### config.mk
export PLATFORM = sky130hd
export DESIGN_NAME = mem_controller
export DESIGN_NICKNAME = d
export VERILOG_FILES = /design/src/mem_pkg.sv /design/src/core_pkg.sv /design/src/mem_controller.sv
export SDC_FILE = /design/constraint.sdc
export NUM_CORES = 1
export LEC_CHECK = 0
export CAP_MARGIN = 20
export CORE_AREA = 5 5 72 74
export DETAILED_ROUTE_END_ITERATION = 8
export DIE_AREA = 0 0 77 79
export DONT_BUFFER_PORTS = 1
export PLACE_DENSITY = 0.53
export SETUP_SLACK_MARGIN = 0.1
export SLEW_MARGIN = 40
export SYNTH_ARGS = -nofsm -noshare
export SYNTH_HDL_FRONTEND = slang
export SYNTH_SLANG_ARGS = --single-unit
export TNS_END_PERCENT = 20
### constraint.sdc
create_clock -name clk -period 2.47 [get_ports clk]
set_input_delay 0.247 -clock clk [delete_from_list [all_inputs] [get_ports clk]]
set_output_delay 0.247 -clock clk [all_outputs]
set_load 0.05 [all_outputs]
### src/mem_pkg.sv
package mem_pkg;

	// the memory stage holds a command for a single cycle.
	typedef enum logic [2:0] {
		CMD_NOP,
		CMD_READ,
		CMD_WRITE
	} mem_cmd_t;

	// each byte lane has one enable bit and bit 0 is the lowest address.
	typedef logic [3:0] byte_mask_t;

	// number of extra cycles an access waits before it completes.
	typedef logic [3:0] wait_t;

	// width of the access counters and of the config data path.
	typedef logic [15:0] count_t;

	// ##########################################################################
	// config register map
	// ##########################################################################

	typedef logic [1:0] cfg_addr_t;

	localparam cfg_addr_t CFG_READ_WAIT = 2'd0;
	localparam cfg_addr_t CFG_WRITE_WAIT = 2'd1;

	// the counters are read only.
	localparam cfg_addr_t CFG_LOAD_COUNT = 2'd2;
	localparam cfg_addr_t CFG_STORE_COUNT = 2'd3;

endpackage

### src/core_pkg.sv
package core_pkg;

	// ##########################################################################
	// pipeline data words
	// ##########################################################################

	// a data word or a byte address.
	typedef logic [31:0] word_t;

	// selects the writeback source in the later stage. it is not decoded here.
	typedef logic [3:0] wb_sel_t;

	// ##########################################################################
	// memory operation codes
	// ##########################################################################

	typedef logic [4:0] mem_op_t;

	// the instruction makes no memory access and only passes through.
	localparam mem_op_t MEM_X = 5'd0;

	// loads.
	localparam mem_op_t MEM_LB = 5'd1;
	localparam mem_op_t MEM_LBU = 5'd2;
	localparam mem_op_t MEM_LH = 5'd3;
	localparam mem_op_t MEM_LHU = 5'd4;
	localparam mem_op_t MEM_LW = 5'd5;

	// stores.
	localparam mem_op_t MEM_SB = 5'd6;
	localparam mem_op_t MEM_SH = 5'd7;
	localparam mem_op_t MEM_SW = 5'd8;

endpackage
### src/mem_controller.sv
`timescale 1ns/100ps

module mem_controller #(
	parameter int RAM_WORDS = 256
) (
	input logic clk,
	input logic rst,

	input mem_pkg::mem_cmd_t cmd,
	input core_pkg::word_t mem_addr,
	input core_pkg::word_t mem_wdata,
	input mem_pkg::byte_mask_t mem_mask,
	output logic cmd_ready,
	output core_pkg::word_t mem_rdata,
	output logic rdata_valid,

	input mem_pkg::wait_t read_wait,
	input mem_pkg::wait_t write_wait,
	output logic load_done,
	output logic store_done,

	output logic ram_en,
	output logic ram_we,
	output logic [$clog2(RAM_WORDS)-1:0] ram_index,
	output mem_pkg::byte_mask_t ram_wmask,
	output core_pkg::word_t ram_wdata,
	input core_pkg::word_t ram_rdata
);
	import core_pkg::*;
	import mem_pkg::*;

	localparam int IDX_W = $clog2(RAM_WORDS);

	typedef enum logic [1:0] {
		READY,
		READ_WAIT,
		WRITE_WAIT
	} state_t;

	state_t state;
	wait_t wait_cnt;
	word_t word_addr;
	logic accept;

	assign cmd_ready = state == READY;
	assign accept = state == READY && cmd != CMD_NOP;

	// the byte address becomes a word index that wraps at the end of the RAM.
	assign word_addr = {2'b00, mem_addr[31:2]};
	assign ram_index = IDX_W'(word_addr % RAM_WORDS);

	// the RAM is accessed at the edge that accepts the command.
	assign ram_en = accept;
	assign ram_we = accept && cmd == CMD_WRITE;
	assign ram_wmask = mem_mask;
	assign ram_wdata = mem_wdata;

	// the RAM output holds until the next enabled read.
	assign mem_rdata = ram_rdata;

	always_ff @(posedge clk) begin
		if (rst) begin
			state <= READY;
			wait_cnt <= '0;
			rdata_valid <= 1'b0;
			load_done <= 1'b0;
			store_done <= 1'b0;
		end else begin
			rdata_valid <= 1'b0;
			load_done <= 1'b0;
			store_done <= 1'b0;
			case (state)
				READY: begin
					if (cmd == CMD_READ) begin
						state <= READ_WAIT;
						wait_cnt <= read_wait;
					end else if (cmd == CMD_WRITE) begin
						// zero write wait states keep the controller ready.
						if (write_wait == '0) begin
							store_done <= 1'b1;
						end else begin
							state <= WRITE_WAIT;
							wait_cnt <= write_wait - 1'b1;
						end
					end
				end
				READ_WAIT: begin
					if (wait_cnt == '0) begin
						rdata_valid <= 1'b1;
						load_done <= 1'b1;
						state <= READY;
					end else begin
						wait_cnt <= wait_cnt - 1'b1;
					end
				end
				WRITE_WAIT: begin
					if (wait_cnt == '0) begin
						store_done <= 1'b1;
						state <= READY;
					end else begin
						wait_cnt <= wait_cnt - 1'b1;
					end
				end
				default: state <= READY;
			endcase
		end
	end

endmodule

# Yosys cells after proc, flatten, opt, wreduce, memory -nomap -nowiden
# Cells that the tools add are included.
dict set report word_totals {
  register_bits 8
  latch_bits 0
  ramBits 0
  romBits 0
  output_inout_bits 82
  wordCells 41
  mem_count 0
}
dict set report classes {
  add_sub_neg 2
  n_mul 0
  n_div 0
  magnitude_cmp 0
  eq_ne 8
  shifts 0
  n_mux 15
  n_bitwise 1
  reduce_logical 11
}
# operator n
set op_table {}
lappend op_table {{4-bit two-way mux} 4}
lappend op_table {{4-bit logical NOT} 2}
lappend op_table {{2-bit two-way mux} 4}
lappend op_table {{4-bit one-hot mux with 2 select lines} 1}
lappend op_table {{4-bit by 1-bit subtractor with 4-bit output, second input constant} 2}
lappend op_table {{1-bit two-way mux} 4}
lappend op_table {{2-bit one-hot mux with 2 select lines} 1}
lappend op_table {{4-bit AND reduction} 1}
lappend op_table {{2-bit OR reduction} 2}
lappend op_table {{3-bit by 1-bit == test with 1-bit output, second input constant} 1}
lappend op_table {{3-bit by 2-bit == test with 1-bit output, second input constant} 1}
lappend op_table {{3-bit by 1-bit != test with 1-bit output, second input constant} 1}
lappend op_table {{3-bit != test, second input constant} 1}
lappend op_table {{3-bit AND reduction} 1}
lappend op_table {{3-bit nonzero test} 1}
lappend op_table {{2-bit by 1-bit == test with 1-bit output, second input constant} 1}
lappend op_table {{2-bit == test, second input constant} 1}
lappend op_table {{1-bit logical AND} 2}
lappend op_table {{2-bit logical NOT} 1}
lappend op_table {{2-bit by 1-bit != test with 1-bit output, second input constant} 1}
lappend op_table {{2-bit != test, second input constant} 1}
lappend op_table {{1-bit one-hot mux with 2 select lines} 1}
lappend op_table {{2-bit nonzero test} 1}
lappend op_table {{1-bit NOT} 1}

# Depth between registers and ports, before layout
dict set report depth {
  ltp_word 5
  mapped_depth 6
}

# Worst setup path before layout
# No wires, ideal clock.
dict set report synth_path {
  kind {reg2out}
  start {reg state[0]}
  end {out ram_en}
  arrival_time_ps 1850
  required_ps 2223
  setup_slack_ps 373
  stages_incl_launch_ff 5
  cell_sequence {dfxtp_1 -> inv_1 -> ha_1 -> inv_1 -> nor2_1}
}
dict set report synth_via {
  elab_chain_len 2
}
# item line_no
set synth_rtl {}
lappend synth_rtl {{start, declared} mem_controller.sv:40} ;# state_t state;
lappend synth_rtl {{start signal, assigned} mem_controller.sv:63} ;# state <= READY;
lappend synth_rtl {{start signal, assigned} mem_controller.sv:75} ;# state <= READ_WAIT;
lappend synth_rtl {{start signal, assigned} mem_controller.sv:82} ;# state <= WRITE_WAIT;
lappend synth_rtl {{2-bit logical NOT} n/a}
lappend synth_rtl {{net cmd_ready} mem_controller.sv:13} ;# output logic cmd_ready,
lappend synth_rtl {{1-bit logical AND} mem_controller.sv:46} ;# assign accept = state == READY && cmd != CMD_NOP;
lappend synth_rtl {{end, declared} mem_controller.sv:22} ;# output logic ram_en,
# The timed path passes the listed nets, and every way through them passes these cells.

# Worst setup path in the final report
dict set report layout_path {
  start {reg state[0]}
  end {reg wait_cnt[3]}
}
dict set report layout_via {
  elab_chain_len 4
}
# item line_no
set layout_rtl {}
lappend layout_rtl {{2-bit == test or 2-bit by 1-bit == test with 1-bit output (tied branches)} mem_controller.sv:72} ;# case (state)
lappend layout_rtl {{2-bit OR reduction (no line)} n/a}
lappend layout_rtl {{2-bit != test (no line) or 2-bit nonzero test (tied branches)} n/a}
lappend layout_rtl {{4-bit AND reduction (no line)} n/a}
lappend layout_rtl {{end signal, assigned} mem_controller.sv:76} ;# wait_cnt <= read_wait;
lappend layout_rtl {{end signal, assigned} mem_controller.sv:83} ;# wait_cnt <= write_wait - 1'b1;
lappend layout_rtl {{end signal, assigned} mem_controller.sv:93} ;# wait_cnt <= wait_cnt - 1'b1;
lappend layout_rtl {{end, declared} mem_controller.sv:41} ;# wait_t wait_cnt;
# Parallel ways exist; a longest one is shown, timed or not.
# A chain may end at the register's enable or synchronous reset.

==> flow_summary.yaml <==
global_route:
  grt_pass1_vias: 695
  track_usage_pct: 6.86
  grt_pass1_wl_microns: 3450
  antenna_found_initial: 0
  grt-ovfl-total: 0
  grt_max_degree: 12
clocking:
  cts_resized: 0
  cts.clk_slew.worst_paths_ns: 0.04
  root_buffer: "clkbuf_8"
  postCtsHoldBufs: 0
  cts_tree: "done"
  cts.sinks: 8
  cts_inserted_buffers: 3
  clk_latency_ns: 0.23
  post_cts_buffers: 0
  clk_path_buf_depth: 2
  h-tree-depth: 1
setup_path:
  cp-end-kind: "register"
  cp-start-kind: "register"
  worst-setup-path-type: "reg2reg"
  arrival_ns: 1.83
  required_ns: 2.57
  crit_fanout: 11
routing:
  drcViolationCount: 0
  wl_per_cell_microns: 15.3
  vias_per_cell: 4.74
  dr.pass1.iters: 4
  drtIter0Drc: 44
  wirelength_microns: 2140
  ant_nets: 0
  dr_total_vias: 663
sta:
  hold_viol: 0
  rsz0062_at_grt: "no"
  worst_pin_slew_ns: 0.507
  timing.final.crit_share_pct: 70.0
  relSlewSlack_pct: 66.3
  setup_violations: 0
  period_minus_slack_ns: 1.73
  fin_worst_skew_ns: 0.000619
  tns_ns: 0
  max_clock_freq_mhz: 579
  finalMaxSlewViolations: 0
die:
  fp.dieH_microns: 79
  start_util_pct: 27.7
  pin_count: 195
  dieArea_sq_um: 6080
  die_w_microns: 77
  num_rows: 25
  coreArea_sq_um: 4540
yosys:
  ys_types: 33
  ys_warn_count: 0
  synth_top_cell_by_area: "buf_4"
  syn_nets: 278
  synth_seq_cells: 8
  synthTopCellsByArea: "buf_4 (46%), dfxtp_1 (13%), ha_1 (6.0%), inv_1 (3.3%), mux2i_1 (3.2%)"
  netlist_instances: 159
  syn_area_sq_um: 1260
  ys_seq_area_share_pct: 12.7
  avgSynthCellArea_sq_um: 7.90
  yosys.area.top_type_share_pct: 46.0
placed_design:
  gp_congestion: 0.799
  dp_hpwl_microns: 1710
  portBuffers: 0
final_layout:
  fin_util_pct: 17.6
  area.sequential_sq_um: 161
  fillers: 503
  multiInputGateArea_sq_um: 472
  n_antenna_cell: 0
  drive_gt1_share_pct: 17.4
  num-nets-final: 207
  area_growth_pct: -36.5
power_and_ir_drop:
  leakagePower_nw: 0.302
  ir_worst_vdd_mv: 0.149
  p_per_area_nw_per_um2: 631
  finalPower_w: 0.000504
worst_hold_path:
  hold_path_class: "in2reg"
outcome:
  status: "finished, final reports clean"
job:
  maxCapViolCount: 0
[layout by cell type, fill, tap and decap left out, types with 2 or more instances in the layout]
cell type	count
nor3_1	4
o311ai_0	2
buf_4	2
nand3_1	2
or3b_2	2
nand2_1	4
inv_1	11
nand3b_1	2
o31a_1	2
o21ai_0	3
dfxtp_1	7
ha_1	6
mux2i_1	4
nor2_1	9
o21ai_1	2
nor4_1	2
clkbuf_8	3
a21oi_1	3
[layout make-up]
class	count	share of cell area [%]
Multi-Input combinational cell	62	59.1
Sequential cell	8	20.2
Tap cell	54	8.46
Clock buffer	3	5.17
Inverter	11	5.17
Timing Repair Buffer	2	1.88
[through the flow]
step | std cells | worst slack [ns] | hold slack (ns) | cell area, sq um
4_1_cts | 140 | 0.723 | 0.0850 | 798
3_3_place_gp | 137 | 0.732 | 0.319 | 756
2_1_floorplan | 159 | 0.373 | 0.316 | 1260
6_report | 140 | 0.742 | 0.0857 | 798
5_1_grt | 140 | 0.573 | 0.0776 | 798
3_5_place_dp | 137 | 0.743 | 0.325 | 757
[worst max-delay path: stages, from the launching register on]
cell and delay (ns):
dfxtp_1 0.36, inv_1 0.07, ha_1 0.51, mux2i_1 0.20, o311ai_0 0.36, o21ai_1 0.11
[synthesized netlist by cell type (all sizes together)]
library cell and count:
dfxtp 8, o311ai 2, mux2i 4, nand3b 2
nor3 4, nor4 2, and3 1, o32a 1
o221a 1, inv 11, xor2 1, nor3b 3
a21oi 3, nand2 4, ha 6, nor2 9
o31a 3, a211oi 2, o211ai 1, nand2b 1
a211o 1, or3b 3, o2bb2a 1, o21ai 5
nand3 2, buf 78
[final timing paths]
| path | slack (ns) | startpoint | depth (start not counted) | end |
|---|---|---|---|---|
| hold reg to reg | 0.52 | state[0] | 2 | state[0] |
| setup / recovery | 0.74 | state[0] | 5 | wait_cnt[3] |
| hold / removal | 0.09 | rst | 1 | store_done |
| setup reg to reg | 0.74 | state[0] | 5 | wait_cnt[3] |
[routing by layer]
layer	part of all wire [%]	global-route usage [%]	routed length, microns	vias up
met5	0	0	0	-
met4	6.3	5.15	134	0
met3	13	3.85	277	24
met2	43	10.0	931	36
met1	37	7.32	800	294
li1	-	-	-	309
[sequential cells by signal, summed over array words and instances, names as in the netlist]
name,cells
store_done,1
state,2
wait_cnt,4
load_done,1
[power by group]
group          internal (W)  leakage (nW)  switching [W]
Sequential         0.000145        0.0658      0.0000199
Combinational     0.0000723         0.215       0.000108
Clock              0.000106        0.0216      0.0000530
Total              0.000323         0.302       0.000181
[cell families (layout without fill, tap and decap cells)]
family / count (synthesis) / in the layout / share of synthesized area (%)
and+or+nand+nor: 31 / 31 / 14.8
adders and majority gates: 6 / 6 / 5.98
DFF: 8 / 8 / 12.7
xor gates and xnor gates: 1 / 1 / 0.697
AOI/OAI and AO/OA: 20 / 20 / 12.8
muxes: 4 / 4 / 3.19
buffers and inverters: 89 / 16 / 49.7
(Power assumes the default switching activity.)
