--- config.mk ---
export PLATFORM = sky130hd
export DESIGN_NAME = memory_stage
export DESIGN_NICKNAME = d
export VERILOG_FILES = /design/src/mem_pkg.sv /design/src/core_pkg.sv /design/src/memory_stage.sv
export SDC_FILE = /design/constraint.sdc
export NUM_CORES = 1
export LEC_CHECK = 0
export ABC_AREA = 1
export BUFFER_PORTS_ARGS = -buffer_cell sky130_fd_sc_hd__buf_2
export CAP_MARGIN = 20
export CORE_ASPECT_RATIO = 1.1
export CORE_MARGIN = 4
export CORE_UTILIZATION = 50
export CTS_CLUSTER_DIAMETER = 100
export DETAILED_ROUTE_END_ITERATION = 10
export HOLD_SLACK_MARGIN = 0.1
export PLACE_DENSITY = 0.77
export SLEW_MARGIN = 25
export SYNTH_ARGS = -nofsm -noshare
export SYNTH_HDL_FRONTEND = slang
export SYNTH_SLANG_ARGS = --single-unit
--- constraint.sdc ---
create_clock -name clk -period 10.3 [get_ports clk]
set_input_delay 1.545 -clock clk [delete_from_list [all_inputs] [get_ports clk]]
set_output_delay 1.545 -clock clk [all_outputs]
set_load 0.05 [all_outputs]
--- src/mem_pkg.sv ---
package mem_pkg;

	// the memory stage holds a command for a single cycle.
	typedef enum logic [2:0] {
		CMD_NOP,
		CMD_READ,
		CMD_WRITE
	} mem_cmd_t;

	// each byte lane has one enable bit and bit 0 is the lowest address.
	typedef logic [3:0] byte_mask_t;

	// number of extra cycles an access waits before it completes.
	typedef logic [3:0] wait_t;

	// width of the access counters and of the config data path.
	typedef logic [15:0] count_t;

	// ##########################################################################
	// config register map
	// ##########################################################################

	typedef logic [1:0] cfg_addr_t;

	localparam cfg_addr_t CFG_READ_WAIT = 2'd0;
	localparam cfg_addr_t CFG_WRITE_WAIT = 2'd1;

	// the counters are read only.
	localparam cfg_addr_t CFG_LOAD_COUNT = 2'd2;
	localparam cfg_addr_t CFG_STORE_COUNT = 2'd3;

endpackage

--- src/core_pkg.sv ---
package core_pkg;

	// ##########################################################################
	// pipeline data words
	// ##########################################################################

	// a data word or a byte address.
	typedef logic [31:0] word_t;

	// selects the writeback source in the later stage. it is not decoded here.
	typedef logic [3:0] wb_sel_t;

	// ##########################################################################
	// memory operation codes
	// ##########################################################################

	typedef logic [4:0] mem_op_t;

	// the instruction makes no memory access and only passes through.
	localparam mem_op_t MEM_X = 5'd0;

	// loads.
	localparam mem_op_t MEM_LB = 5'd1;
	localparam mem_op_t MEM_LBU = 5'd2;
	localparam mem_op_t MEM_LH = 5'd3;
	localparam mem_op_t MEM_LHU = 5'd4;
	localparam mem_op_t MEM_LW = 5'd5;

	// stores.
	localparam mem_op_t MEM_SB = 5'd6;
	localparam mem_op_t MEM_SH = 5'd7;
	localparam mem_op_t MEM_SW = 5'd8;

endpackage
--- src/memory_stage.sv ---
`timescale 1ns/100ps

module memory_stage (
	input logic clk,
	input logic rst,

	input core_pkg::word_t reg_pc,
	input core_pkg::word_t rs2_data,
	input core_pkg::word_t alu_out,
	input core_pkg::mem_op_t mem_op,
	input core_pkg::wb_sel_t wb_sel,

	output core_pkg::word_t read_data,
	output core_pkg::word_t out_reg_pc,
	output core_pkg::word_t out_alu_out,
	output core_pkg::wb_sel_t out_wb_sel,
	output logic next_flg,
	output logic is_stall,

	output mem_pkg::mem_cmd_t cmd,
	input logic cmd_ready,
	output core_pkg::word_t mem_addr,
	output core_pkg::word_t mem_wdata,
	output mem_pkg::byte_mask_t mem_mask,
	input core_pkg::word_t mem_rdata,
	input logic rdata_valid
);
	import core_pkg::*;
	import mem_pkg::*;

	typedef enum logic [1:0] {
		IDLE,
		WAIT_READY,
		WAIT_VALID,
		DONE
	} state_t;

	state_t state;

	// the accepted instruction is held here until its access has finished.
	word_t save_reg_pc;
	word_t save_rs2_data;
	word_t save_alu_out;
	mem_op_t save_mem_op;
	wb_sel_t save_wb_sel;

	logic is_store;
	logic [1:0] lane;
	word_t store_wdata;
	byte_mask_t store_mask;
	word_t byte_lane;
	word_t half_lane;
	word_t load_data;

	assign next_flg = (state == IDLE && mem_op == MEM_X) || state == DONE;
	assign is_stall = ~next_flg;

	assign lane = save_alu_out[1:0];
	assign is_store = save_mem_op inside {MEM_SB, MEM_SH, MEM_SW};

	// ##########################################################################
	// store lane placement
	// ##########################################################################

	// halfwords use only the upper address bit, so a halfword never straddles
	// the word boundary.
	always_comb begin
		case (save_mem_op)
			MEM_SB: begin
				store_wdata = word_t'(save_rs2_data[7:0]) << {lane, 3'b000};
				store_mask = 4'b0001 << lane;
			end
			MEM_SH: begin
				store_wdata = word_t'(save_rs2_data[15:0]) << {lane[1], 4'b0000};
				store_mask = 4'b0011 << {lane[1], 1'b0};
			end
			default: begin
				store_wdata = save_rs2_data;
				store_mask = 4'b1111;
			end
		endcase
	end

	// ##########################################################################
	// load lane extraction
	// ##########################################################################

	assign byte_lane = mem_rdata >> {lane, 3'b000};
	assign half_lane = mem_rdata >> {lane[1], 4'b0000};

	always_comb begin
		case (save_mem_op)
			MEM_LB: load_data = {{24{byte_lane[7]}}, byte_lane[7:0]};
			MEM_LBU: load_data = {24'b0, byte_lane[7:0]};
			MEM_LH: load_data = {{16{half_lane[15]}}, half_lane[15:0]};
			MEM_LHU: load_data = {16'b0, half_lane[15:0]};
			MEM_LW: load_data = mem_rdata;
			default: load_data = '1;
		endcase
	end

	// the command is a single-cycle pulse that falls back to nop every cycle
	// unless a new access is issued.
	always_ff @(posedge clk) begin
		if (rst) begin
			state <= IDLE;
			cmd <= CMD_NOP;
		end else begin
			cmd <= CMD_NOP;
			case (state)
				IDLE: begin
					if (mem_op != MEM_X) begin
						state <= WAIT_READY;
					end
				end
				WAIT_READY: begin
					if (cmd_ready) begin
						if (is_store) begin
							cmd <= CMD_WRITE;
							state <= DONE;
						end else begin
							cmd <= CMD_READ;
							state <= WAIT_VALID;
						end
					end
				end
				WAIT_VALID: begin
					if (rdata_valid) begin
						state <= DONE;
					end
				end
				default: state <= IDLE;
			endcase
		end
	end

	always_ff @(posedge clk) begin
		case (state)
			IDLE: begin
				if (mem_op == MEM_X) begin
					read_data <= '1;
					out_reg_pc <= reg_pc;
					out_alu_out <= alu_out;
					out_wb_sel <= wb_sel;
				end else begin
					save_reg_pc <= reg_pc;
					save_rs2_data <= rs2_data;
					save_alu_out <= alu_out;
					save_mem_op <= mem_op;
					save_wb_sel <= wb_sel;
				end
			end
			WAIT_READY: begin
				if (cmd_ready) begin
					mem_addr <= save_alu_out;
					mem_wdata <= store_wdata;
					mem_mask <= store_mask;
				end
			end
			WAIT_VALID: begin
				if (rdata_valid) begin
					read_data <= load_data;
				end
			end
			default: begin
				out_reg_pc <= save_reg_pc;
				out_alu_out <= save_alu_out;
				out_wb_sel <= save_wb_sel;
			end
		endcase
	end

endmodule

* Word-level counts from Yosys, hierarchy flattened *
Cells that the tools add are included.

storage, ports and cells
  register bits = 278
  input bits = 141
  output and inout bits = 173
  logic and storage cells = 72

cells by class
  eq/ne operators = 15
  shift operators = 6
  mux-type cells = 18
  bitwise operators = 5
  reductions and logical operators = 14

operators by type and width
  kind                 count
  $pmux 32 s2          4
  $pmux 32 s5          1
  $mux 32              4
  $shl 16x5->32        1
  $shl 8x5->32         1
  $shr 32x5->16        1
  $shr 32x5->8         1
  $eq 5x3->1 const B   4
  $pmux 4 s2           2
  $eq 5x2->1 const B   2
  $mux 2               4
  $pmux 2 s3           1
  $reduce_and 2->1     3
  $reduce_and 3->1     2
  $eq 5x1->1 const B   1
  $eq 5x4->1 const B   1
  $logic_not 5->1      1
  $not 1->1            5
  $reduce_bool 5->1    1
  $eq 2x2->1 const B   2
  $mux 4               1
  $ne 2x1->1 const B   2
  $ne 2x2->1 const B   2
  $shl 1x2->4 const A  1
  other kinds (10)     10

* Longest topological paths before layout *
  depth in word-level cells = 5
  gate-level depth with buffers = 10
  depth with buffers taken out = 9

* Worst setup path after synthesis *
OpenSTA, ideal clock, no wires.

  path kind = input -> register
  start = in mem_op[3]
  end = reg out_alu_out[0], enable pin
  setup time = 757 ps
  arrival time = 6237 ps
  required time = 9543 ps
  path slack = 3306 ps
  stages on the path = 5
  buffers on the path = 0
  path through = nor2_1 -> nand3_1 -> nand2_1 -> inv_1 -> nor2_1

on the way
  cells in the longest elaborated chain, start to end = 3

ends and longest elaborated chain
  item                               line                 source
  from (decl)                        memory_stage.sv:10   input core_pkg::mem_op_t mem_op,
  $logic_not 5->1                    memory_stage.sv:140  if (mem_op == MEM_X) begin
  $ne 2x1->1 (no source line)        --
  $reduce_and 2->1 (no source line)  --
  to (signal assigned)               memory_stage.sv:143  out_alu_out <= alu_out;
  to (signal assigned)               memory_stage.sv:167  out_alu_out <= save_alu_out;
  to (decl)                          memory_stage.sv:15   output core_pkg::word_t out_alu_out,

No other way between the ends.
A chain may end at the register's enable or synchronous reset.

* Worst setup path after layout *
  start = in mem_op[0]
  end = out next_flg

on the way
  cells in the longest elaborated chain, start to end = 3

ends and longest elaborated chain
  item               line                source
  $logic_not 5->1    memory_stage.sv:55  assign next_flg = (state == IDLE && mem_op == MEM_X) || state == DONE;
  $logic_and 1x1->1  memory_stage.sv:55
  $logic_or 1x1->1   memory_stage.sv:55
  to (decl)          memory_stage.sv:17  output logic next_flg,

No other way between the ends.

==> flow_metrics.env <==
export IMPL_seq_area_frac_synth=0.756
export IMPL_areaGrowthSynthToFinish_pct=24.9
export IMPL_layout_commonest_cell="nand2_1"
export IMPL_synth_largest_area_cell="edfxtp_1"
export IMPL_hold_end="mem_addr[30]"
export IMPL_utilization=0.638
export IMPL_post_drt_via_cell_ratio=5.02
export IMPL_grt_max_degree=74
export IMPL_rsz0062_at_grt="no"
export IMPL_wire_per_inst_um=17.6
export IMPL_synth_distinct_cells=30
export IMPL_cts_resized_gates=0
export IMPL_min_path_type="flop to flop"
export IMPL_yosysWarningCount=0
export IMPL_antenna_found_initial=5
export IMPL_hold_viol=0
export IMPL_synth_top_area_frac=0.749
export IMPL_grt_overflow=0
export IMPL_cts_made_buffers=27
export IMPL_routed_wl_um=26600
export IMPL_initialDrtViolationCount=549
export IMPL_syn_nets=1030
export IMPL_dpl_hpwl_um=18600
export IMPL_finClkSkew_ps=17.1
export IMPL_rr_startpoint="state[1]"
export IMPL_synth_area_top_cells="edfxtp_1, nand2_1, nand3_1"
export IMPL_final_nets=1344
export IMPL_maxCapViolCount=0
export IMPL_drt_pass1_iterations=5
export IMPL_drv_slew=0
export IMPL_hold_start="save_alu_out[30]"
export IMPL_finalSetupTns_ps=0
export IMPL_period_needed_ps=4070
export IMPL_die_h_um=163
export IMPL_max_clock_freq_mhz=246
export IMPL_ff2ff_path_depth=6
export IMPL_start_util=0.511
export IMPL_layout_drive_gt1_share=0.316
export IMPL_drc=0
export IMPL_dp_slack_ps=6240
export IMPL_post_cts_buffers=0
export IMPL_power_density_nw_per_um2=350
export IMPL_grt_pass1_vias=7495
export IMPL_setup_viol=0
export IMPL_avgSynthCellArea_sq_um=12.4
export IMPL_hold_ws_ps=448
export IMPL_clk_pin_slew_worst_paths_ps=60
export IMPL_cts_max_level=1
export IMPL_cts_tree="built"
export IMPL_leakage_nw=5.72
export IMPL_grt_usage=0.212
export IMPL_syn_inst=885
export IMPL_num_rows=56
export IMPL_post_route_period_util=0.395
export IMPL_hold_depth=0
export IMPL_clk_path_buf_depth=3
export IMPL_clkSinkCount=277
export IMPL_cp_required_ps=8760
export IMPL_final_cell_mix="nand2_1, buf_2, edfxtp_1"
export IMPL_r2r_slack_ps=7080
export IMPL_grt_pass1_wl_um=40100
export IMPL_path_class="input pin to output pin"
export IMPL_ir_drop_uv=336
export IMPL_via_count=7606
export IMPL_status="complete, no violations"
export IMPL_path_max_fanout=2
export IMPL_portBuffers=312
export IMPL_end_kind="output pin"
export IMPL_io_pins=314
export IMPL_clkLatencyLatePin_ps=530
export IMPL_hold_buffers=0
export IMPL_syn_area_sq_um=10900
export IMPL_die_w_um=149
export IMPL_postRouteAntennaNets=0
export IMPL_arrival_ps=2520
export IMPL_start_kind="input pin"
export IMPL_dpl_cell_area_sq_um=12800
export IMPL_coreArea_sq_um=21400
export IMPL_place_congestion=0.875
export IMPL_reg2reg_to="save_rs2_data[10]"
export IMPL_design_area_sq_um=13700
export IMPL_tightest_slew_ps=970
export IMPL_dieArea_sq_um=24300
export IMPL_max_slew_margin=0.353
export IMPL_ys_ff_latch=277
export IMPL_cts_root_buf="clkbuf_16"
export IMPL_setup_slack_ps=6230
power breakdown:
group | switching (mW) | internal [mW] | total (mW)
Clock | 0.400 | 0.611 | 1.01
Combinational | 1.47 | 0.327 | 1.80
Sequential | 0.141 | 1.84 | 1.98
worst max-delay path by stage:
stage | from | endpoint | slack [ps] | depth (start not counted)
floorplan | mem_op[3] | out_alu_out[0] | 3310 | 5
global placement | mem_op[0] | next_flg | 6240 | 7
detailed placement | mem_op[0] | next_flg | 6240 | 7
CTS | mem_op[0] | next_flg | 6230 | 7
global route | mem_op[0] | next_flg | 6200 | 7
finish | mem_op[0] | next_flg | 6230 | 7
layer usage:
layer | share of wire | vias up | global-route usage
met2 | 0.48 | 406 | 0.353
met5 | 0.00045 | - | 0
li1 | - | 3617 | -
met3 | 0.12 | 49 | 0.0699
met4 | 0.025 | 2 | 0.0612
met1 | 0.37 | 3532 | 0.267
logic make-up (layout without fill, tap and decap cells):
group,after synthesis,after routing,share of synthesized area
buffers and inverters,106,441,0.0431
and+or+nand+nor,468,468,0.179
adders and majority gates,4,4,0.00457
DFF,277,277,0.756
other,1,6,0.000343
AOI/OAI and AO/OA,29,29,0.0169
final cells by class:
type	count	area, sq um
diodes	5	12.5
well taps	290	363
inverters	73	284
flip-flops and latches	277	8280
multi-input cells	502	2210
clock inverters	13	198
clock buffers	37	713
repair buffers	318	1610
fillers	1645	7760
through the flow:
stage / std cells / power [mW]
2_1_floorplan: 885 / 3.35
3_5_place_dp: 1460 / 3.82
5_1_grt: 1514 / 5.04
3_3_place_gp: 1459 / 3.78
6_report: 1515 / 4.79
4_1_cts: 1510 / 4.83
sequential cells by signal, indices dropped and copies added, names as in the netlist:
register	cells
save_reg_pc	32
save_mem_op	5
out_reg_pc	32
save_rs2_data	32
read_data	32
out_wb_sel	4
mem_addr	32
save_wb_sel	4
save_alu_out	32
state	2
mem_mask	4
cmd	2
mem_wdata	32
out_alu_out	32
synthesized netlist by cell type (all sizes together):
master	instances
a211oi	1
a21oi	4
buf	19
clkbuf	14
clkinv	1
conb	1
dfxtp	4
edfxtp	273
ha	4
inv	72
nand2	360
nand3	76
nand3b	1
nand4	5
nor2	25
nor3b	1
o211ai	7
o21a	1
o21ai	15
o22ai	1
critical path, stage by stage:
cell and delay, ps:
buf_2 120, nor2_1 160, nand4_1 200, inv_1 110
nor2_1 80, inv_1 60, buf_2 250
(Power assumes the default switching activity.)
