`config.mk`:
```
export PLATFORM = sky130hd
export DESIGN_NAME = mem_timing_regs
export DESIGN_NICKNAME = d
export VERILOG_FILES = /design/src/mem_pkg.sv /design/src/mem_timing_regs.sv
export SDC_FILE = /design/constraint.sdc
export NUM_CORES = 1
export LEC_CHECK = 0
export BUFFER_PORTS_ARGS = -buffer_cell sky130_fd_sc_hd__buf_4
export CAP_MARGIN = 20
export CORE_MARGIN = 2
export CORE_UTILIZATION = 54
export CTS_CLUSTER_SIZE = 14
export DETAILED_ROUTE_END_ITERATION = 10
export GPL_TIMING_DRIVEN = 0
export PLACE_DENSITY = 0.9
export SYNTH_ARGS = -nofsm -noshare
export SYNTH_HDL_FRONTEND = slang
export SYNTH_SLANG_ARGS = --single-unit
```
`constraint.sdc`:
```
create_clock -name clk -period 2.15 [get_ports clk]
set_clock_uncertainty 0.05 [all_clocks]
set_input_delay 0.215 -clock clk [delete_from_list [all_inputs] [get_ports clk]]
set_output_delay 0.215 -clock clk [all_outputs]
set_load 0.1 [all_outputs]
```
`src/mem_pkg.sv`:
```
package mem_pkg;

	// the memory stage holds a command for a single cycle.
	typedef enum logic [2:0] {
		CMD_NOP,
		CMD_READ,
		CMD_WRITE
	} mem_cmd_t;

	// each byte lane has one enable bit and bit 0 is the lowest address.
	typedef logic [3:0] byte_mask_t;

	// number of extra cycles an access waits before it completes.
	typedef logic [3:0] wait_t;

	// width of the access counters and of the config data path.
	typedef logic [15:0] count_t;

	// ##########################################################################
	// config register map
	// ##########################################################################

	typedef logic [1:0] cfg_addr_t;

	localparam cfg_addr_t CFG_READ_WAIT = 2'd0;
	localparam cfg_addr_t CFG_WRITE_WAIT = 2'd1;

	// the counters are read only.
	localparam cfg_addr_t CFG_LOAD_COUNT = 2'd2;
	localparam cfg_addr_t CFG_STORE_COUNT = 2'd3;

endpackage

```
`src/mem_timing_regs.sv`:
```
`timescale 1ns/100ps

module mem_timing_regs (
	input logic clk,
	input logic rst,

	input logic cfg_we,
	input mem_pkg::cfg_addr_t cfg_addr,
	input mem_pkg::count_t cfg_wdata,
	output mem_pkg::count_t cfg_rdata,

	output mem_pkg::wait_t read_wait,
	output mem_pkg::wait_t write_wait,
	input logic load_done,
	input logic store_done
);
	import mem_pkg::*;

	count_t load_count;
	count_t store_count;

	always_ff @(posedge clk) begin
		if (rst) begin
			read_wait <= wait_t'(1);
			write_wait <= wait_t'(1);
			load_count <= '0;
			store_count <= '0;
		end else begin
			if (cfg_we && cfg_addr == CFG_READ_WAIT) begin
				read_wait <= cfg_wdata[$bits(wait_t)-1:0];
			end
			if (cfg_we && cfg_addr == CFG_WRITE_WAIT) begin
				write_wait <= cfg_wdata[$bits(wait_t)-1:0];
			end
			// the counters stop at their maximum instead of wrapping.
			if (load_done && load_count != '1) begin
				load_count <= load_count + 1'b1;
			end
			if (store_done && store_count != '1) begin
				store_count <= store_count + 1'b1;
			end
		end
	end

	always_comb begin
		case (cfg_addr)
			CFG_READ_WAIT: cfg_rdata = count_t'(read_wait);
			CFG_WRITE_WAIT: cfg_rdata = count_t'(write_wait);
			CFG_LOAD_COUNT: cfg_rdata = load_count;
			default: cfg_rdata = store_count;
		endcase
	end

endmodule

```
# [Word-level counts from Yosys, hierarchy flattened]
# Index checks and enable logic that the tools add are counted.
# W data, S select, Z words.
[word_totals] register_bits=40 elab_cells=16
[classes] add_sub_neg=2 eq_ne=4 n_mux=1 n_reduce_logical=5
[ops] cell="$pmux W16 S3" n=1
[ops] cell="$add A16 B1 Y16 const B" n=2
[ops] cell="$ne A16 B16 Y1 const B" n=2
[ops] cell="$logic_and A1 B1 Y1" n=4
[ops] cell="$eq A2 B1 Y1 const B" n=1
[ops] cell="$eq A2 B2 Y1 const B" n=1
[ops] cell="$logic_not A2 Y1" n=1

# [Depth between registers and ports, before layout]
# Gate-level depths: netlist of run 1.
[depth] word_depth=2 ltp_mapped=6 depth_no_buf=5

# [Least setup slack after synthesis of run 1]
# Ideal clock, no wire load.
[synth_path] path_kind="input-to-output" start="in cfg_addr[0]" end="out cfg_rdata[10]" arrival_ns=2.540 setup_slack_ns=-0.655 path_stages=4 path_buffers=2 cell_sequence="clkbuf_1 -> buf_1 -> mux2i_1 -> nor2b_1"
[synth_between] elab_chain_len=2 elab_cells_between_ends=4 classes_between="eq/ne (2); mux (1); reduce/logical (1)"
[synth_lines] element="start: declaration" line="mem_timing_regs.sv:8" source="input mem_pkg::cfg_addr_t cfg_addr,"
[synth_lines] element="$eq A2 B2 Y1, or another cell as far along" line="mem_timing_regs.sv:46" source="case (cfg_addr)"
[synth_lines] element="$pmux W16 S3 *" line="mem_timing_regs.sv:46"
[synth_lines] element="end: declaration" line="mem_timing_regs.sv:10" source="output mem_pkg::count_t cfg_rdata,"
# Every way passes the cells marked *; elsewhere a longest branch is shown, timed or not.

# [Worst setup path in the final report of run 1]
[layout_path] start="reg load_count[3]" end="reg load_count[13]"
[layout_between] elab_chain_len=2 elab_cells_between_ends=3 classes_between="add/sub (1); eq/ne (1); reduce/logical (1)"
[layout_lines] element="start: declaration" line="mem_timing_regs.sv:19" source="count_t load_count;"
[layout_lines] element="start signal: assignment" line="mem_timing_regs.sv:37" source="load_count <= load_count + 1'b1;"
[layout_lines] element="parallel branches: the longest is 2 deep, another holds $add A16 B1 Y16"
# Several ways; the timed one is not identified.
# A chain may end at the register's enable or synchronous reset.

==> metrics, run 1 <==
status finished clean; HP Start cfg_wdata[0]; worst-margin pin slew between 0.7 and 0.8 ns; Antenna diodes 0; latest clock arrival within the worst-skew pair around 0.30 ns; CTS clk-pin slew, worst paths roughly 0.080 ns; area leader, netlist dfxtp_1; Place WS -0.0315 ns; YS warnings 0; number of iterations in the first detailed-routing pass 4; Fmax a little under 500 MHz; cells after synthesis around 250; top-area cell type share of the netlist area between 30% and 40%; r2r startpoint load_count[3]; Root Driver clkbuf_8; Synth Cell Area between 2000 and 2500 um2; Routed WL about 5500 um; DP HPWL 4000 um; Clock Path Buffers 2; peak supply drop 0.399 mV; Fin. Hold Viols 0; Clock Sinks 40; routability cong. roughly 0.88; startpoint types flip-flop; htree depth 2; power density cells about 600 nW/um2; initial antenna violation count 0; RSZ-0062 raised after global routing yes; fin crit share a little over nine tenths; core area just under 4000 um2; Max-Cap Viols 0; Post-Syn Nets around 270; detailed-route wire length per cell around 16 um; total global-route track usage 26.2%; Seq/Total Area, Yosys a little over a third; CTS tree done; die footprint between 4000 and 5000 um2; cts bufs inserted 5; fin area around 2700 um2; LEAKAGE about 0.0010 uW; Crit Path Max Fanout 8; grt total ovfl 0; R2R depth 4; Worst Hold Class in2reg; CTS Hold Bufs 0; Worst EP required between 2 and 2.5 ns; Slew HR roughly 47%; fraction of layout cells with a size suffix above 1 a little under a quarter; via density per instance 6.30; largest cells by area after synthesis dfxtp_1 36%, mux2i_1 10%, nor2b_1 4.2%; Initial Util 55.7%; # DRC 0; critical path startpoint load_count[3]; final max-slew violation count 0; DR iter-0 viols ~240; Routed Antenna Nets 0; # rows 23; Die Ht 68.0 um; # setup viols final 0; Unique masters post-synth 43; first-pass GRT wire length 9160 um; nets@finish 313; vias in the first global route 1969; largest net degree at the start of global routing 14; Setup CP Type reg2reg; I/O Buffers 32; Syn Area/Cell about 8.9 um2; synthesized flop and latch total 40; IO Count 47; total negative slack 0 ns; CP Capture Point load_count[13]; Vias ~2100; Area Overhead vs Synth 22.5%; post-layout min period 2.05 ns; placed instance area 2590 um2; final worst setup slack about 0.096 ns; worst path arrival time 2.23 ns; Die X approximately 70 um; Fill cells about 310; worst r2r dst load_count[13]; CP endpoint kind flip-flop; R2R Setup Slk ~0.096 ns
## worst min path at each step
stage / endpoint / slack (ns) / cells after the start
2_1_floorplan: write_wait[0] / 0.29 / 2
3_3_place_gp: write_wait[0] / 0.39 / 3
3_5_place_dp: read_wait[0] / 0.42 / 3
4_1_cts: read_wait[0] / 0.11 / 3
5_1_grt: read_wait[0] / 0.12 / 3
6_report: read_wait[0] / 0.11 / 3
## cell families after synthesis
logic type               after synthesis  synth area share (%)
AND/OR/NAND/NOR                      110                  28.7
AO/OA/AOI/OAI                         46                  13.2
flip-flops                            40                  36.2
multiplexers                          29                  15.7
buffers and inverters                 19                  4.01
XOR/XNOR                               3                  1.19
adder cells (fa/ha/maj)                2                  1.13
## cell usage after synthesis, drive strengths merged
cell type     number
xor2               3
nand4             11
o21ai              6
o2111ai            1
nor2b             15
or2                1
or4               12
nand2             12
nand4b             1
nor3               7
dlymetal6s2s       1
mux2               2
mux2i             23
o41ai              3
and4               3
inv                6
o211a              1
buf                2
nor4               4
and3               5
o31ai             11
a211oi             1
a21oi             18
or3                3
mux4               4
dfxtp             40
o311ai             1
clkbuf            10
and2               1
ha                 2
o31a               1
a31oi              3
nand3b             2
nor2              20
nand3             12
nor3b              1
## final cells by class
type                            count  area (um2)  share of cell area, %
Timing Repair Buffer               32         240                   8.86
Sequential cell                    40         801                   29.5
Clock buffer                        5        68.8                   2.54
Multi-Input combinational cell    190        1410                   51.8
Clock inverter                      3        42.5                   1.57
Tap cell                           50        62.6                   2.31
Buffer                             13        68.8                   2.54
Inverter                            6        22.5                  0.831
## sequential cells by signal (all words and copies together), names as in the netlist
| signal | count |
|---|---|
| read_wait | 4 |
| load_count | 16 |
| write_wait | 4 |
| store_count | 16 |
## routing by layer
layer | vias up | wire, um | global-route usage (%)
met2 | 55 | 2790 | 44.9
met3 | 11 | 217 | 4.44
met4 | 0 | 102 | 10.5
li1 | 1025 | - | -
met1 | 1044 | 2430 | 32.6
met5 | - | 0 | 0
## power breakdown
part / total, uW / internal (uW) / switching (uW) / leakage (uW)
combinational: 195 / 65.5 / 129 / 0.000663
sequential: 770 / 753 / 16.6 / 0.000324
clock: 620 / 343 / 277 / 0.0000541
## cells in the final DEF, fill, tap and decap left out, types with 10 or more instances in the layout
master and instances:
nor2_1 20, or4_1 11, nand3_1 12, mux2i_1 23, buf_4 32, a21oi_1 18
dfxtp_1 40, nand2_1 12, nand4_1 10, o31ai_1 11
## worst max-delay path, cell delays in order, from the launching register on
cell and delay [ns]:
dfxtp_1 0.50, nand4_4 0.19, or4_4 0.61, or4_1 0.49, a21oi_1 0.15
## per-stage QoR
stage	std cells	power (uW)	hold slack (ns)	utilization [%]
finish	339	1580	0.108	68.3
global route	339	1640	0.121	68.3
CTS	339	1580	0.110	68.0
detailed placement	331	981	0.420	65.1
global placement	331	975	0.388	65.1
floorplan	249	928	0.290	-
## timing repair
action / CTS / global route
resized for setup: 1 / 4
hold endpoints to repair: 0 / 0
cloned: 0 / 0
setup buffers: 0 / 0
setup endpoints to repair: 9 / 8
No activity file was read; power rests on OpenSTA's default activity.
==> run 2: changes to the inputs <==
- BUFFER_PORTS_ARGS: -buffer_cell sky130_fd_sc_hd__buf_4 -> -buffer_cell sky130_fd_sc_hd__buf_2
- CORE_UTILIZATION: 54 -> 45
- PLACE_DENSITY: 0.9 -> 0.79
==> metrics, run 2 (same netlist as run 1, synthesis figures left out) <==
Antenna diodes 0; R2R depth 4; post-layout min period about 2.0 ns; Routed Antenna Nets 0; Area Overhead vs Synth 20.1%; nets@finish ~310; cts bufs inserted 5; Crit-path slowest cell clkbuf_1; latest clock arrival within the worst-skew pair 0.30 ns; Root Driver clkbuf_8; Die Ht around 74 um; CTS clk-pin slew, worst paths ~0.08 ns; # setup viols final 0; Routed WL ~5500 um; DP HPWL approximately 4000 um; Overall Power between 1500 and 2000 uW; most frequent cell on the critical path buf_2; LEAKAGE 0.00103 uW; Fmax 492 MHz; largest net degree at the start of global routing 13; Fill cells 416; Vias between 2000 and 2500; first-pass GRT wire length roughly 9000 um; # DRC 0; initial antenna violation count 0; Clock Sinks 40; final worst setup slack between 0.1 and 0.15 ns; vias in the first global route around 1900; Worst EP required approximately 1.9 ns; RSZ-0062 raised after global routing yes; Initial Util a little under half; fin crit share between 90% and 100%; Worst Hold Class in2reg; Slew HR about 46%; r2r startpoint load_count[4]; Die X roughly 74 um; DR iter-0 viols roughly 180; power density cells approximately 600 nW/um2; Clock Path Buffers 2; via density per instance between 5 and 6; detailed-route wire length per cell about 15 um; worst-margin pin slew just over 0.8 ns; Largest delay share family, worst path buffers and inverters; Regs by FF count load_count: 16 flops, store_count: 16 flops; postcts setup bufs 0; htree depth 2; number of iterations in the first detailed-routing pass 4; Place WS -0.167 ns; R2R Setup Slk 0.12 ns; routability cong. slightly above 0.8; # rows 25; worst path arrival time between 1.5 and 2 ns; Setup CP Type in2out; CP Capture Point cfg_rdata[7]; worst r2r dst load_count[15]; Max-Cap Viols 0; Crit. path cell count 5; utilization after layout 56.3%; Fin. Hold Viols 0; critical path startpoint cfg_addr[0]; CP endpoint kind output port; commonest cells after routing, fill and taps aside 38 x dfxtp_1, 33 x buf_2, 23 x mux2i_1; Critical Path Max Stage Delay approximately 0.43 ns; CTS tree done; startpoint types input port; peak supply drop between 0.2 and 0.3 mV; I/O Buffers 32; most common cell after layout, fill and taps aside dfxtp_1; total global-route track usage roughly a fifth; crit path cell chain clkbuf_1, buf_2, mux2i_1, nor2b_4, buf_2; Worst Path Buf+Inv 3; IO Count 47; die footprint about 5500 um2; Crit Path Max Fanout 10; fraction of layout cells with a size suffix above 1 24.2%; grt total ovfl 0; core area between 4000 and 5000 um2; final max-slew violation count 0; status finished clean
## run 2: changes by cell type in the layout (fill, tap and decap cells not counted), sizes merged
cell | previous run | this run
clkbuf | 15 | 16
clkinvlp | 1 | 0
## run 2: tightest hold or removal path, cell delays in order
cell	delay, ns
buf_2	0.09
mux2i_1	0.06
nand2_1	0.06
## run 2: timing repair
item | in CTS | in global routing
hold buffers | 0 | 0
resized for setup | 2 | 5
pin swaps | 0 | 0
endpoints found under the setup margin | 11 | 9
endpoints found under the hold margin | 0 | 0
## run 2: layer usage
layer / track usage [%] / up-vias / share of wire (%)
met5: 0 / - / 0
met4: 8.08 / 0 / 2.5
met3: 4.47 / 17 / 4.3
met2: 34.3 / 46 / 50
met1: 27.5 / 1015 / 43
li1: - / 1023 / -
## run 2: layout make-up
type	count	area (um2)	area share [%]
Sequential cell	40	803	30.2
Clock inverter	2	35.0	1.32
Timing Repair Buffer	32	160	6.02
Inverter	6	22.5	0.847
Buffer	13	68.8	2.59
Tap cell	67	83.8	3.15
Multi-Input combinational cell	190	1410	53.1
Clock buffer	6	72.6	2.73
## run 2: worst min path at each step
stage / cells after the start / slack, ns / from / end
finish: 3 / 0.08 / cfg_wdata[0] / write_wait[0]
global route: 3 / 0.1 / cfg_wdata[0] / read_wait[0]
CTS: 3 / 0.08 / cfg_wdata[0] / write_wait[0]
detailed placement: 3 / 0.41 / cfg_wdata[0] / write_wait[0]
global placement: 3 / 0.39 / cfg_wdata[0] / write_wait[0]
floorplan: 2 / 0.29 / cfg_wdata[0] / write_wait[0]
## run 2: power by group
group	internal (uW)	total, uW	switching, uW
Clock	345	621	276
Sequential	753	769	16.1
Combinational	56.0	182	126
Total	1150	1570	418
## run 2: metrics by stage
stage | TNS (ns) | hold WS (ns) | std cells | cell area, um2
CTS | 0 | 0.0844 | 356 | 2640
floorplan | -0.241 | 0.290 | 249 | 2280
detailed placement | -1.37 | 0.405 | 348 | 2530
global placement | -1.21 | 0.393 | 348 | 2530
finish | 0 | 0.0848 | 356 | 2660
global route | -0.0133 | 0.0972 | 356 | 2660
